`src/hdl/mips_defs.svh`:
```
// MIPS core widths and reset constants
// Shared by the package, the RTL and the testbench

`ifndef MIPS_DEFS_SVH
`define MIPS_DEFS_SVH

// Data path and address width
`define MIPS_XLEN 32

// Register file size
`define MIPS_NREG 32

// Register index width, log2 of MIPS_NREG
`define MIPS_REG_AW 5

// First fetch address after reset
`define MIPS_RESET_PC 32'h0000_0000

`endif

```
`src/hdl/mips_pkg.sv`:
```
// MIPS core shared types
// Opcode, funct and ALU encodings plus the control and data memory bundles

`include "mips_defs.svh"

package mips_pkg;

  ////////////////////////////////////////////////////////////
  // Instruction encodings
  ////////////////////////////////////////////////////////////

  // Primary opcodes, bits 31:26
  typedef enum logic [5:0] {
    OP_RTYPE = 6'b000000,
    OP_BEQ   = 6'b000100,
    OP_BNE   = 6'b000101,
    OP_ADDI  = 6'b001000,
    OP_ADDIU = 6'b001001,
    OP_SLTI  = 6'b001010,
    OP_ANDI  = 6'b001100,
    OP_ORI   = 6'b001101,
    OP_XORI  = 6'b001110,
    OP_LW    = 6'b100011,
    OP_SW    = 6'b101011
  } opcode_e;

  // R-type funct field, bits 5:0
  typedef enum logic [5:0] {
    FN_ADD  = 6'b100000,
    FN_ADDU = 6'b100001,
    FN_SUB  = 6'b100010,
    FN_SUBU = 6'b100011,
    FN_AND  = 6'b100100,
    FN_OR   = 6'b100101,
    FN_XOR  = 6'b100110,
    FN_NOR  = 6'b100111,
    FN_SLT  = 6'b101010,
    FN_SLTU = 6'b101011
  } funct_e;

  ////////////////////////////////////////////////////////////
  // ALU control encodings
  ////////////////////////////////////////////////////////////

  // Main decoder to ALU control, 01 is unused
  typedef enum logic [1:0] {
    ALUOP_MEM   = 2'b00,
    ALUOP_RTYPE = 2'b10,
    ALUOP_IMM   = 2'b11
  } aluop_e;

  // Sub-operation for immediate and branch classes
  typedef enum logic [3:0] {
    OTH_ADD = 4'b0000,
    OTH_AND = 4'b0001,
    OTH_OR  = 4'b0010,
    OTH_XOR = 4'b0011,
    OTH_BEQ = 4'b0100,
    OTH_BNE = 4'b0101,
    OTH_SLT = 4'b0110
  } alu_other_e;

  // Function actually executed by the ALU
  typedef enum logic [3:0] {
    ALU_ADD, ALU_SUB, ALU_AND, ALU_OR,
    ALU_XOR, ALU_NOR, ALU_SLT, ALU_SLTU
  } alu_fn_e;

  ////////////////////////////////////////////////////////////
  // Bundles
  ////////////////////////////////////////////////////////////

  // Control word, WB then MB then EX group, 13 bits
  typedef struct packed {
    logic       regwrite;
    logic       memtoreg;
    logic       memread;
    logic       memwrite;
    logic       branch;
    logic       regdst;
    logic       alusrc;
    aluop_e     aluop;
    alu_other_e other;
  } ctrl_t;

  // Data memory request, 65 bits
  typedef struct packed {
    logic                  we;
    logic [`MIPS_XLEN-1:0] addr;
    logic [`MIPS_XLEN-1:0] wdata;
  } dmem_req_t;

endpackage

```
`src/hdl/alu.sv`:
```
// MIPS 32-bit ALU
// Add, subtract, bitwise ops and signed/unsigned set-less-than
// Zero flag feeds the branch decision

`timescale 1ns/10ps

`include "mips_defs.svh"

module alu (
  input  logic [`MIPS_XLEN-1:0] i_a,
  input  logic [`MIPS_XLEN-1:0] i_b,
  input  mips_pkg::alu_fn_e     i_fn,
  output logic [`MIPS_XLEN-1:0] o_result,
  output logic                  o_zero
);

  import mips_pkg::*;

  // Compare results, one bit each
  logic lt_signed;
  logic lt_unsigned;

  assign lt_signed   = $signed(i_a) < $signed(i_b);
  assign lt_unsigned = i_a < i_b;

  always_comb begin
    case (i_fn)
      ALU_ADD:  o_result = i_a + i_b;
      ALU_SUB:  o_result = i_a - i_b;
      ALU_AND:  o_result = i_a & i_b;
      ALU_OR:   o_result = i_a | i_b;
      ALU_XOR:  o_result = i_a ^ i_b;
      ALU_NOR:  o_result = ~(i_a | i_b);
      // Compares return 0 or 1
      ALU_SLT:  o_result = {{(`MIPS_XLEN-1){1'b0}}, lt_signed};
      ALU_SLTU: o_result = {{(`MIPS_XLEN-1){1'b0}}, lt_unsigned};
      default:  o_result = '0;
    endcase
  end

  // High on an all-zero result
  assign o_zero = (o_result == '0);

endmodule

```
`src/hdl/alu_control.sv`:
```
// MIPS ALU control
// Picks one ALU function from aluop, the other code and the funct field

`timescale 1ns/10ps

module alu_control (
  input  mips_pkg::aluop_e     i_aluop,
  input  mips_pkg::alu_other_e i_other,
  input  logic [5:0]           i_funct,
  output mips_pkg::alu_fn_e    o_alu_fn
);

  import mips_pkg::*;

  always_comb begin
    // Address add is the fallback for anything unknown
    o_alu_fn = ALU_ADD;

    case (i_aluop)
      // Loads and stores, base plus offset
      ALUOP_MEM: o_alu_fn = ALU_ADD;

      // R-type, funct decides
      ALUOP_RTYPE: begin
        case (i_funct)
          FN_ADD, FN_ADDU: o_alu_fn = ALU_ADD;
          FN_SUB, FN_SUBU: o_alu_fn = ALU_SUB;
          FN_AND:          o_alu_fn = ALU_AND;
          FN_OR:           o_alu_fn = ALU_OR;
          FN_XOR:          o_alu_fn = ALU_XOR;
          FN_NOR:          o_alu_fn = ALU_NOR;
          FN_SLT:          o_alu_fn = ALU_SLT;
          FN_SLTU:         o_alu_fn = ALU_SLTU;
          default:         o_alu_fn = ALU_ADD;
        endcase
      end

      // Immediates and branches, other decides
      ALUOP_IMM: begin
        case (i_other)
          OTH_ADD:          o_alu_fn = ALU_ADD;
          OTH_AND:          o_alu_fn = ALU_AND;
          OTH_OR:           o_alu_fn = ALU_OR;
          OTH_XOR:          o_alu_fn = ALU_XOR;
          // Equality test through the zero flag
          OTH_BEQ, OTH_BNE: o_alu_fn = ALU_SUB;
          OTH_SLT:          o_alu_fn = ALU_SLT;
          default:          o_alu_fn = ALU_ADD;
        endcase
      end

      default: o_alu_fn = ALU_ADD;
    endcase
  end

endmodule

```
`src/hdl/control.sv`:
```
// MIPS main control decoder
// Turns the primary opcode into the WB/MB/EX control bundle
// Unrecognised opcodes leave the bundle all zero and run as a NOP

`timescale 1ns/10ps

module control (
  input  logic [5:0]      i_con_instru,
  output mips_pkg::ctrl_t o_con
);

  import mips_pkg::*;

  // WB group: regwrite, memtoreg
  // MB group: memread, memwrite, branch
  // EX group: regdst, alusrc, aluop, other

  always_comb begin
    // Everything off unless an opcode class claims it
    o_con = '0;

    casez (i_con_instru)
      ////////////////////////////////////////////////////////////
      // Arithmetic and R-type
      ////////////////////////////////////////////////////////////

      // ADD, SUB, logic ops and set-less-than, all via funct
      OP_RTYPE: begin
        o_con.regdst   = 1'b1;
        o_con.regwrite = 1'b1;
        o_con.aluop    = ALUOP_RTYPE;
      end

      // ADDI behaves as ADDIU, no overflow trap
      OP_ADDI, OP_ADDIU: begin
        o_con.alusrc   = 1'b1;
        o_con.regwrite = 1'b1;
        o_con.aluop    = ALUOP_IMM;
        o_con.other    = OTH_ADD;
      end

      // Signed compare against sign-extended immediate
      OP_SLTI: begin
        o_con.alusrc   = 1'b1;
        o_con.regwrite = 1'b1;
        o_con.aluop    = ALUOP_IMM;
        o_con.other    = OTH_SLT;
      end

      ////////////////////////////////////////////////////////////
      // Logical immediates
      ////////////////////////////////////////////////////////////

      // Immediate is zero-extended in the core for these three
      OP_ANDI: begin
        o_con.alusrc   = 1'b1;
        o_con.regwrite = 1'b1;
        o_con.aluop    = ALUOP_IMM;
        o_con.other    = OTH_AND;
      end
      OP_ORI: begin
        o_con.alusrc   = 1'b1;
        o_con.regwrite = 1'b1;
        o_con.aluop    = ALUOP_IMM;
        o_con.other    = OTH_OR;
      end
      OP_XORI: begin
        o_con.alusrc   = 1'b1;
        o_con.regwrite = 1'b1;
        o_con.aluop    = ALUOP_IMM;
        o_con.other    = OTH_XOR;
      end

      ////////////////////////////////////////////////////////////
      // Memory, matched by class
      ////////////////////////////////////////////////////////////

      // Any 100xxx is a load
      6'b100???: begin
        o_con.memread  = 1'b1;
        o_con.memtoreg = 1'b1;
        o_con.regwrite = 1'b1;
        o_con.alusrc   = 1'b1;
        o_con.aluop    = ALUOP_MEM;
      end

      // Any 101xxx is a store
      6'b101???: begin
        o_con.memwrite = 1'b1;
        o_con.alusrc   = 1'b1;
        o_con.aluop    = ALUOP_MEM;
      end

      // Branches compare rs and rt by subtraction
      OP_BEQ: begin
        o_con.branch = 1'b1;
        o_con.aluop  = ALUOP_IMM;
        o_con.other  = OTH_BEQ;
      end
      OP_BNE: begin
        o_con.branch = 1'b1;
        o_con.aluop  = ALUOP_IMM;
        o_con.other  = OTH_BNE;
      end

      default: begin
        // NOP, bundle stays zero
      end
    endcase
  end

endmodule

```
`src/hdl/mips_core.sv`:
```
// MIPS single-cycle integer core
// PC, immediate extension, branch decision and write-back around the
// control, ALU control, ALU and register file blocks
// One instruction completes on every rising clock edge

`timescale 1ns/10ps

`include "mips_defs.svh"

module mips_core (
  input  logic                i_clk,
  input  logic                i_reset,
  input  logic [31:0]         i_instr,
  output logic [31:0]         o_pc,
  output mips_pkg::dmem_req_t o_dmem,
  output logic                o_dmem_re,
  input  logic [31:0]         i_dmem_rdata
);

  import mips_pkg::*;

  ////////////////////////////////////////////////////////////
  // Instruction fields
  ////////////////////////////////////////////////////////////

  logic [`MIPS_REG_AW-1:0] rs;
  logic [`MIPS_REG_AW-1:0] rt;
  logic [`MIPS_REG_AW-1:0] rd;
  logic [15:0]             imm;

  assign rs  = i_instr[25:21];
  assign rt  = i_instr[20:16];
  assign rd  = i_instr[15:11];
  assign imm = i_instr[15:0];

  // Decode and datapath nets
  ctrl_t                   ctrl;
  alu_fn_e                 alu_fn;
  logic [`MIPS_XLEN-1:0]   rdata1;
  logic [`MIPS_XLEN-1:0]   rdata2;
  logic [`MIPS_XLEN-1:0]   imm_sext;
  logic [`MIPS_XLEN-1:0]   imm_ext;
  logic                    imm_zext;
  logic [`MIPS_XLEN-1:0]   alu_b;
  logic [`MIPS_XLEN-1:0]   alu_result;
  logic                    alu_zero;
  logic [`MIPS_REG_AW-1:0] wr_addr;
  logic [`MIPS_XLEN-1:0]   wb_data;
  logic                    reg_we;
  logic [`MIPS_XLEN-1:0]   pc_plus4;
  logic [`MIPS_XLEN-1:0]   br_target;
  logic                    br_taken;
  logic [`MIPS_XLEN-1:0]   pc_next;

  control u_control (
    .i_con_instru (i_instr[31:26]),
    .o_con        (ctrl)
  );

  alu_control u_alu_control (
    .i_aluop  (ctrl.aluop),
    .i_other  (ctrl.other),
    .i_funct  (i_instr[5:0]),
    .o_alu_fn (alu_fn)
  );

  // Logical immediates are zero-extended, the rest sign-extended
  assign imm_sext = {{(`MIPS_XLEN-16){imm[15]}}, imm};
  assign imm_zext = ctrl.alusrc && (ctrl.other inside {OTH_AND, OTH_OR, OTH_XOR});
  assign imm_ext  = imm_zext ? {{(`MIPS_XLEN-16){1'b0}}, imm} : imm_sext;
  assign alu_b    = ctrl.alusrc ? imm_ext : rdata2;

  alu u_alu (
    .i_a      (rdata1),
    .i_b      (alu_b),
    .i_fn     (alu_fn),
    .o_result (alu_result),
    .o_zero   (alu_zero)
  );

  ////////////////////////////////////////////////////////////
  // Write-back
  ////////////////////////////////////////////////////////////

  // rd for R-type, rt otherwise
  assign wr_addr = ctrl.regdst ? rd : rt;
  assign wb_data = ctrl.memtoreg ? i_dmem_rdata : alu_result;
  assign reg_we  = ctrl.regwrite && !i_reset;

  reg_file u_reg_file (
    .i_clk    (i_clk),
    .i_we     (reg_we),
    .i_waddr  (wr_addr),
    .i_raddr1 (rs),
    .i_raddr2 (rt),
    .i_wdata  (wb_data),
    .o_rdata1 (rdata1),
    .o_rdata2 (rdata2)
  );

  // Data memory, address from ALU, store data from rt
  always_comb begin
    o_dmem.we    = ctrl.memwrite && !i_reset;
    o_dmem.addr  = alu_result;
    o_dmem.wdata = rdata2;
  end
  assign o_dmem_re = ctrl.memread && !i_reset;

  ////////////////////////////////////////////////////////////
  // Next PC, no delay slot
  ////////////////////////////////////////////////////////////

  assign pc_plus4  = o_pc + `MIPS_XLEN'd4;
  assign br_target = pc_plus4 + {imm_sext[`MIPS_XLEN-3:0], 2'b00};
  // BEQ on zero, BNE on nonzero
  assign br_taken  = ctrl.branch &&
                     (((ctrl.other == OTH_BEQ) && alu_zero) ||
                      ((ctrl.other == OTH_BNE) && !alu_zero));
  assign pc_next   = br_taken ? br_target : pc_plus4;

  always_ff @(posedge i_clk) begin
    if (i_reset) begin
      o_pc <= `MIPS_RESET_PC;
    end else begin
      o_pc <= pc_next;
    end
  end

endmodule

```
`src/hdl/reg_file.sv`:
```
// MIPS register file
// 32 x 32 bits, two combinational read ports and one write port
// Register $0 reads as zero and ignores writes

`timescale 1ns/10ps

`include "mips_defs.svh"

module reg_file (
  input  logic                    i_clk,
  input  logic                    i_we,
  input  logic [`MIPS_REG_AW-1:0] i_waddr,
  input  logic [`MIPS_REG_AW-1:0] i_raddr1,
  input  logic [`MIPS_REG_AW-1:0] i_raddr2,
  input  logic [`MIPS_XLEN-1:0]   i_wdata,
  output logic [`MIPS_XLEN-1:0]   o_rdata1,
  output logic [`MIPS_XLEN-1:0]   o_rdata2
);

  // Storage, contents undefined until written
  logic [`MIPS_XLEN-1:0] regs [`MIPS_NREG];

  // Write port, $0 dropped
  always_ff @(posedge i_clk) begin
    if (i_we && (i_waddr != '0)) begin
      regs[i_waddr] <= i_wdata;
    end
  end

  // Read ports
  assign o_rdata1 = (i_raddr1 == '0) ? '0 : regs[i_raddr1];
  assign o_rdata2 = (i_raddr2 == '0) ? '0 : regs[i_raddr2];

endmodule

```
`config.mk`:
```
export PLATFORM = sky130hd
export DESIGN_NAME = mips_core
export DESIGN_NICKNAME = d
export VERILOG_FILES = /design/src/hdl/mips_pkg.sv /design/src/hdl/alu.sv /design/src/hdl/alu_control.sv /design/src/hdl/control.sv /design/src/hdl/mips_core.sv /design/src/hdl/reg_file.sv
export VERILOG_INCLUDE_DIRS = /design/src /design/src/hdl
export SDC_FILE = /design/constraint.sdc
export NUM_CORES = 2
export LEC_CHECK = 0
export BUFFER_PORTS_ARGS = -buffer_cell sky130_fd_sc_hd__buf_2
export CAP_MARGIN = 25
export CORE_MARGIN = 4
export CORE_UTILIZATION = 65
export CTS_CLUSTER_SIZE = 28
export DETAILED_ROUTE_END_ITERATION = 6
export GPL_ROUTABILITY_DRIVEN = 0
export GPL_TIMING_DRIVEN = 1
export HOLD_SLACK_MARGIN = 0.05
export PLACE_DENSITY = 0.83
export SETUP_SLACK_MARGIN = 0.05
export SKIP_CTS_REPAIR_TIMING = 1
export SYNTH_ARGS = -nofsm -noshare
export SYNTH_HDL_FRONTEND = slang
export SYNTH_SLANG_ARGS = --single-unit
```
`constraint.sdc`:
```
create_clock -name i_clk -period 11.8 [get_ports i_clk]
set_input_delay 1.18 -clock i_clk [delete_from_list [all_inputs] [get_ports i_clk]]
set_output_delay 1.18 -clock i_clk [all_outputs]
set_load 0.005 [all_outputs]
```
Yosys cells after proc, flatten, opt, wreduce, memory -nomap -nowiden --
Memories as Yosys holds them, arrays and structs flattened. Index checks and enable logic that the tools add are counted.
Word-level totals: register bits after elaboration 32, latch bits 0, bits in writable memories 1024, bits in read-only memories 0, bits of input ports 66, output and inout port bits 98, word-level logic and storage cells 90, memories 1
Cells by class: add/subtract/negate cells 4, $mul 0, divide/modulo/power cells 0, $lt $le $gt $ge 2, equal/unequal tests 33, shift-type cells 0, muxes and demuxes 21, bitwise gates (word level) 4, reductions and logical operators 24
Memories:
- u_reg_file.regs | depth 32, bits a word 32, rd ports 2, clocked after Yosys merged registers in 0, write ports 1, line reg_file.sv:21 | logic [`MIPS_XLEN-1:0] regs [`MIPS_NREG];
Operators by type and width (count):
- one-hot mux 32 bit (8 select lines) | 1
- 2-to-1 mux 32 bit | 6
- adder 32 bit | 2
- less-than comparator 32 bit | 2
- == test 6 bit, second input constant | 8
- == test 6 x 4 -> 1 bit, second input constant | 6
- adder 32 x 3 -> 32 bit, second input constant | 1
- AND 32 bit | 1
- zero test 32 bit | 1
- inverter 32 bit | 1
- bitwise OR 32 bit | 1
- subtractor 32 bit | 1
- XOR 32 bit | 1
- OR reduction 8 bit | 3
- one-hot mux 3 bit (7 select lines) | 1
- one-hot mux 3 bit (6 select lines) | 1
- == test 4 x 3 -> 1 bit, second input constant | 4
- == test 3 bit, second input constant | 5
- one-hot mux 3 bit (5 select lines) | 1
- == test 6 x 3 -> 1 bit, second input constant | 2
- zero test 5 bit | 2
- == test 4 x 2 -> 1 bit, second input constant | 2
- logical AND 1 bit | 8
- one-hot mux 4 bit (2 select lines) | 1
- 15 further kinds | 26

Logic depth before layout (Yosys ltp) --
word-level depth 16, depth in mapped cells 28, gate-level depth less buffers 22

Hierarchy --
From an unflattened synthesis, not the netlist that was laid out.
Second synthesis, totals: cells, all modules 4109, area total of the unflattened synthesis 58581.2 µm²
Modules (own cells, without submodules):
- reg_file | instances 1, cells an instance 2564, area each 47929.7 µm², sequential area each 30749.5 µm²
- alu | instances 1, cells an instance 951, area each 6124.6 µm², sequential area each 0.0 µm²
- mips_core | instances 1, cells an instance 537, area each 4175.3 µm², sequential area each 600.6 µm²
- control | instances 1, cells an instance 37, area each 215.2 µm², sequential area each 0.0 µm²
- alu_control | instances 1, cells an instance 20, area each 136.4 µm², sequential area each 0.0 µm²

Worst setup path before layout --
No wires, ideal clock.
path kind input port to output port, start point in i_instr[21], end point out o_dmem[62] in the netlist's numbering, data arrival time 6.610 ns, data required time 10.620 ns, setup slack 4.010 ns, stages 21, buffers on the path 5, cells stage by stage clkbuf_1 > buf_2 > clkbuf_1 > clkbuf_1 > buf_1 > mux2i_1 > o22ai_1 > nor3_1 > or3_1 > inv_1 > ha_1 > inv_1 > fa_1 > nor2_1 > o311ai_0 > a2111oi_2 > o211ai_1 > a31oi_1 > or3b_1 > mux2i_1 > o211ai_1
RTL lines:
- start, declared | line mips_core.sv:13 | input logic [31:0] i_instr,
- end, declared | line mips_core.sv:15 | output mips_pkg::dmem_req_t o_dmem,

Worst setup path after layout --
start point in i_instr[17], end point reg o_pc[17]
On the way: longest elaborated chain between the ends 12, elaborated cells between the ends (all ways) 20, classes of those cells add/sub: 2; order compare: 2; mux: 4; bitwise: 4; reduce/logical: 7; memory: 1
Ends and longest elaborated chain:
- memory read (32 x 32 bit) or zero test 5 bit (tied branches)
- 2-to-1 mux 32 bit (*) | line reg_file.sv:32 | assign o_rdata2 = (i_raddr2 == '0) ? '0 : regs[i_raddr2];
- 2-to-1 mux 32 bit (*) | line mips_core.sv:71 | assign alu_b = ctrl.alusrc ? imm_ext : rdata2;
- branches (longest 2 deep; another with subtractor 32 bit)
- one-hot mux 32 bit (8 select lines) (*) | line alu.sv:27 | case (i_fn)
- zero test 32 bit (*) | line alu.sv:42 | assign o_zero = (o_result == '0);
- zero test 1 bit | line mips_core.sv:118 | ((ctrl.other == OTH_BNE) && !alu_zero));
- logical AND 1 bit | line mips_core.sv:118
- logical OR 1 bit (*) | line mips_core.sv:117 | (((ctrl.other == OTH_BEQ) && alu_zero) ||
- logical AND 1 bit (*) | line mips_core.sv:116 | assign br_taken = ctrl.branch &&
- 2-to-1 mux 32 bit (*) | line mips_core.sv:119 | assign pc_next = br_taken ? br_target : pc_plus4;
- end signal, assigned | line mips_core.sv:123 | o_pc <= `MIPS_RESET_PC;
- end signal, assigned | line mips_core.sv:125 | o_pc <= pc_next;
- end, declared | line mips_core.sv:14 | output logic [31:0] o_pc,
Mark *: on every way between the ends. A chain may end at the register's enable or synchronous reset.

==> flow_summary_export.csv <==
group,metric,value,unit
run_status,outcome,"finished, violations left",
run_status,violations,"design-rule violations",
finish,mostFrequentLayoutCells,"edfxtp_1 (1024), mux4_2 (538), mux2i_1 (188), nor2_1 (172), buf_2 (153)",
clock_tree,tritoncts,"yes",
sta,period_minus_slack,9310,ps
clock_tree,clk_path_buf_depth,3,
detailed_routing,ant_nets,0,
finish,fillCellCount,5081,
finish,layout_commonest_cell,"edfxtp_1",
synthesis,synth-async-reset-ratio,0,%
setup_path,cp_data_required_time,12360,ps
power,powerDensity,161,nW/um^2
sta,fmax,0.107,GHz
detailed_routing,drt_iter0_markers,7684,
die,die-area,93200,sq um
die,core_area,87300,sq um
clock_tree,cts_buffers,103,
global_route,grt_pass1_wl,274000,um
hold_path,min_delay_path_depth,2,
global_route,grt.overflow.total,0,
sta,tightest_slew,1060,ps
clock_tree,clk_latency,690,ps
power,cellLeakagePower,21.8,nW
synthesis,seq_area_frac_synth,54.5,%
setup_path,reg2reg_to,"o_pc[17]$_SDFF_PP0_",
setup_path,cp.arrival,9870,ps
synthesis,synth.cell_area,57500,sq um
synthesis,ys_warn_count,0,
clock_tree,clk_pin_slew,60,ps
sta,skew,33.5,ps
setup_path,reg2reg_depth,19,
sta,finalHoldViolations,0,
setup_path,end_kind,"flop",
sta,finalSetupViolCount,0,
detailed_routing,post_drt_wl_per_cell,37.7,um
die,die_y,305,um
clock_tree,clkSinkCount,1054,
global_route,busiest_layer,"met2",
sta,rsz0062_at_grt,"no",
die,fp-row-count,108,
sta,worst_slack,2490,ps
detailed_routing,finalWirelength,190000,um
setup_path,r2r_slack,4090,ps
place,place_hpwl,106000,um
finish,layout-drive-gt1-share,28.0,%
global_route,met2_usage,59.9,%
die,ioPinCount,164,
synthesis,ys_dominant_reg_cell,"edfxtp_1",
synthesis,syn_area_per_cell,15.7,sq um
global_route,grt_pass1_vias,40287,
finish,register_area,31400,sq um
setup_path,start_kind,"input port",
clock_tree,clockRootBuffer,"clkbuf_16",
global_route,grt_use_met1,51.2,%
finish,syn2layout_area_growth,10.0,%
synthesis,synth.distinct_cells,100,
power,vdd_drop_max,203,uV
synthesis,synth-edff-count,1024,
place,place_ws,2270,ps
hold_path,hold_path_class,"reg2reg",
setup_path,crit_type,"in2reg",
finish,multi_input_area,25100,sq um
finish,stdcell_count,5034,
global_route,grt_util_met3,16.4,%
global_route,grt_use_total,40.3,%
run,cap_violations,0,
die,start_util,65.8,%
detailed_routing,drt-pass1-iter-count,7,
sta,period_share,78.9,%
detailed_routing,avgViaCountPerCell,8.09,
sta,slew_violations,0,
finish,nNetsFinal,3994,
synthesis,ys_seq_elements,1054,
place,numPortBuffers,161,
sta,maxSlewHeadroom,29.2,%
place,place_inst,4843,
die,die_w,305,um
setup_path,critPathMaxFanout,113,
detailed_routing,drc,43,
hold_path,hp-start,"o_pc[2]$_SDFF_PP0_",
setup_path,r2r_start,"u_reg_file.regs[18][2]$_DFFE_PP_",
sta,fin_setup_tns,0,ps
detailed_routing,via_count,40744,
global_route,grt_max_degree,117,
synthesis,syn_inst,3669,
hold_path,hold_end,"o_pc[2]$_SDFF_PP0_",
clock_tree,htreeDepth,3,
global_route,antenna_found_initial,5,
cells in the mapped netlist, types with 13 or more instances:
master | n | area, sq um
edfxtp_1 | 1024 | 30700
mux4_2 | 538 | 12100
nor2_1 | 203 | 762
mux2i_1 | 188 | 1880
clkbuf_1 | 163 | 612
nand2_1 | 132 | 495
ha_1 | 128 | 1600
a21oi_1 | 126 | 631
inv_1 | 107 | 402
mux2_2 | 77 | 867
o21ai_0 | 74 | 370
buf_1 | 62 | 233
nor3_1 | 56 | 280
nand3_1 | 48 | 240
a221oi_1 | 41 | 359
o22ai_1 | 36 | 225
xnor2_1 | 35 | 307
o221ai_1 | 34 | 298
nor2b_1 | 32 | 200
o211ai_1 | 32 | 240
or3_1 | 32 | 200
xor2_1 | 31 | 272
a211oi_1 | 30 | 225
dfxtp_1 | 30 | 601
a211o_1 | 25 | 219
buf_2 | 25 | 125
a21o_1 | 24 | 180
and3_1 | 19 | 119
nand2b_1 | 18 | 113
a31oi_1 | 16 | 100
nor4_1 | 15 | 93.8
o31ai_1 | 14 | 105
nor3b_1 | 13 | 97.6
metrics by stage:
stage	utilization, %	hold WS (ps)	total power, W	cell area (sq um)
2_1_floorplan	-	571	0.00604	57600
3_3_place_gp	68.6	587	0.00675	59900
3_5_place_dp	68.6	600	0.00681	59900
4_1_cts	72.4	619	0.0100	63200
5_1_grt	72.4	654	0.0104	63200
6_report	72.4	616	0.0102	63200
power by group:
| part | switching (W) | internal, W | total, W |
|---|---|---|---|
| clock | 0.00143 | 0.00186 | 0.00329 |
| sequential | 0.0000277 | 0.00462 | 0.00465 |
| combinational | 0.00155 | 0.000681 | 0.00223 |
| total | 0.00301 | 0.00716 | 0.0102 |
metal layers:
layer | share of wire (%) | up-vias | wire [um]
met5 | 0.032 | - | 61
met4 | 7.2 | 4 | 13600
met3 | 18 | 1046 | 33300
met2 | 44 | 4397 | 84000
met1 | 31 | 19879 | 59100
li1 | - | 15418 | -
worst max-delay path by stage:
stage	slack, ps	from	end
final	2490	i_instr[17]	o_pc[17]$_SDFF_PP0_
after global placement	2340	i_instr[17]	o_pc[19]$_SDFF_PP0_
after global routing	2390	i_instr[17]	o_pc[17]$_SDFF_PP0_
after detailed placement	2270	i_instr[17]	o_pc[19]$_SDFF_PP0_
after CTS	2920	i_instr[17]	o_pc[17]$_SDFF_PP0_
after floorplan	4010	i_instr[21]	o_dmem[62]
cell type report:
cell class              count  share of cell area [%]
diodes                      3                  0.0119
clock buffers             135                    4.40
clock inverters            49                   0.823
inverters                 109                   0.647
multi-input cells        2280                    39.7
flip-flops and latches   1054                    49.6
well taps                1155                    2.29
repair buffers            249                    2.54
sequential cells by signal, indices dropped and copies added (netlist names):
signal / cells
u_reg_file.regs: 1024
o_pc: 30
cell families after synthesis:
family	after synthesis	synth area share, %
DFF	1054	54.5
muxes	806	25.9
and+or+nand+nor	651	5.71
AOI/OAI and AO/OA	592	7.39
buffers and inverters	368	2.53
adders and majority gates	131	2.89
xor gates and xnor gates	66	1.01
other	1	0.00652
worst max-delay path, cell delays in order:
cell and delay [ps]:
buf_8 700, buf_4 870, mux4_2 460, mux4_2 480, mux2i_1 470, nor2_1 120
mux2i_1 290, ha_1 380, a211o_1 330, a311o_1 420, a221oi_1 460, o21ai_0 260
a41oi_1 310, xnor2_1 160, o221ai_1 410, nor4b_1 480, nand4_1 280, nor4b_4 790
o21ai_2 350, buf_8 260, mux2_1 300
(Power assumes the default switching activity.)
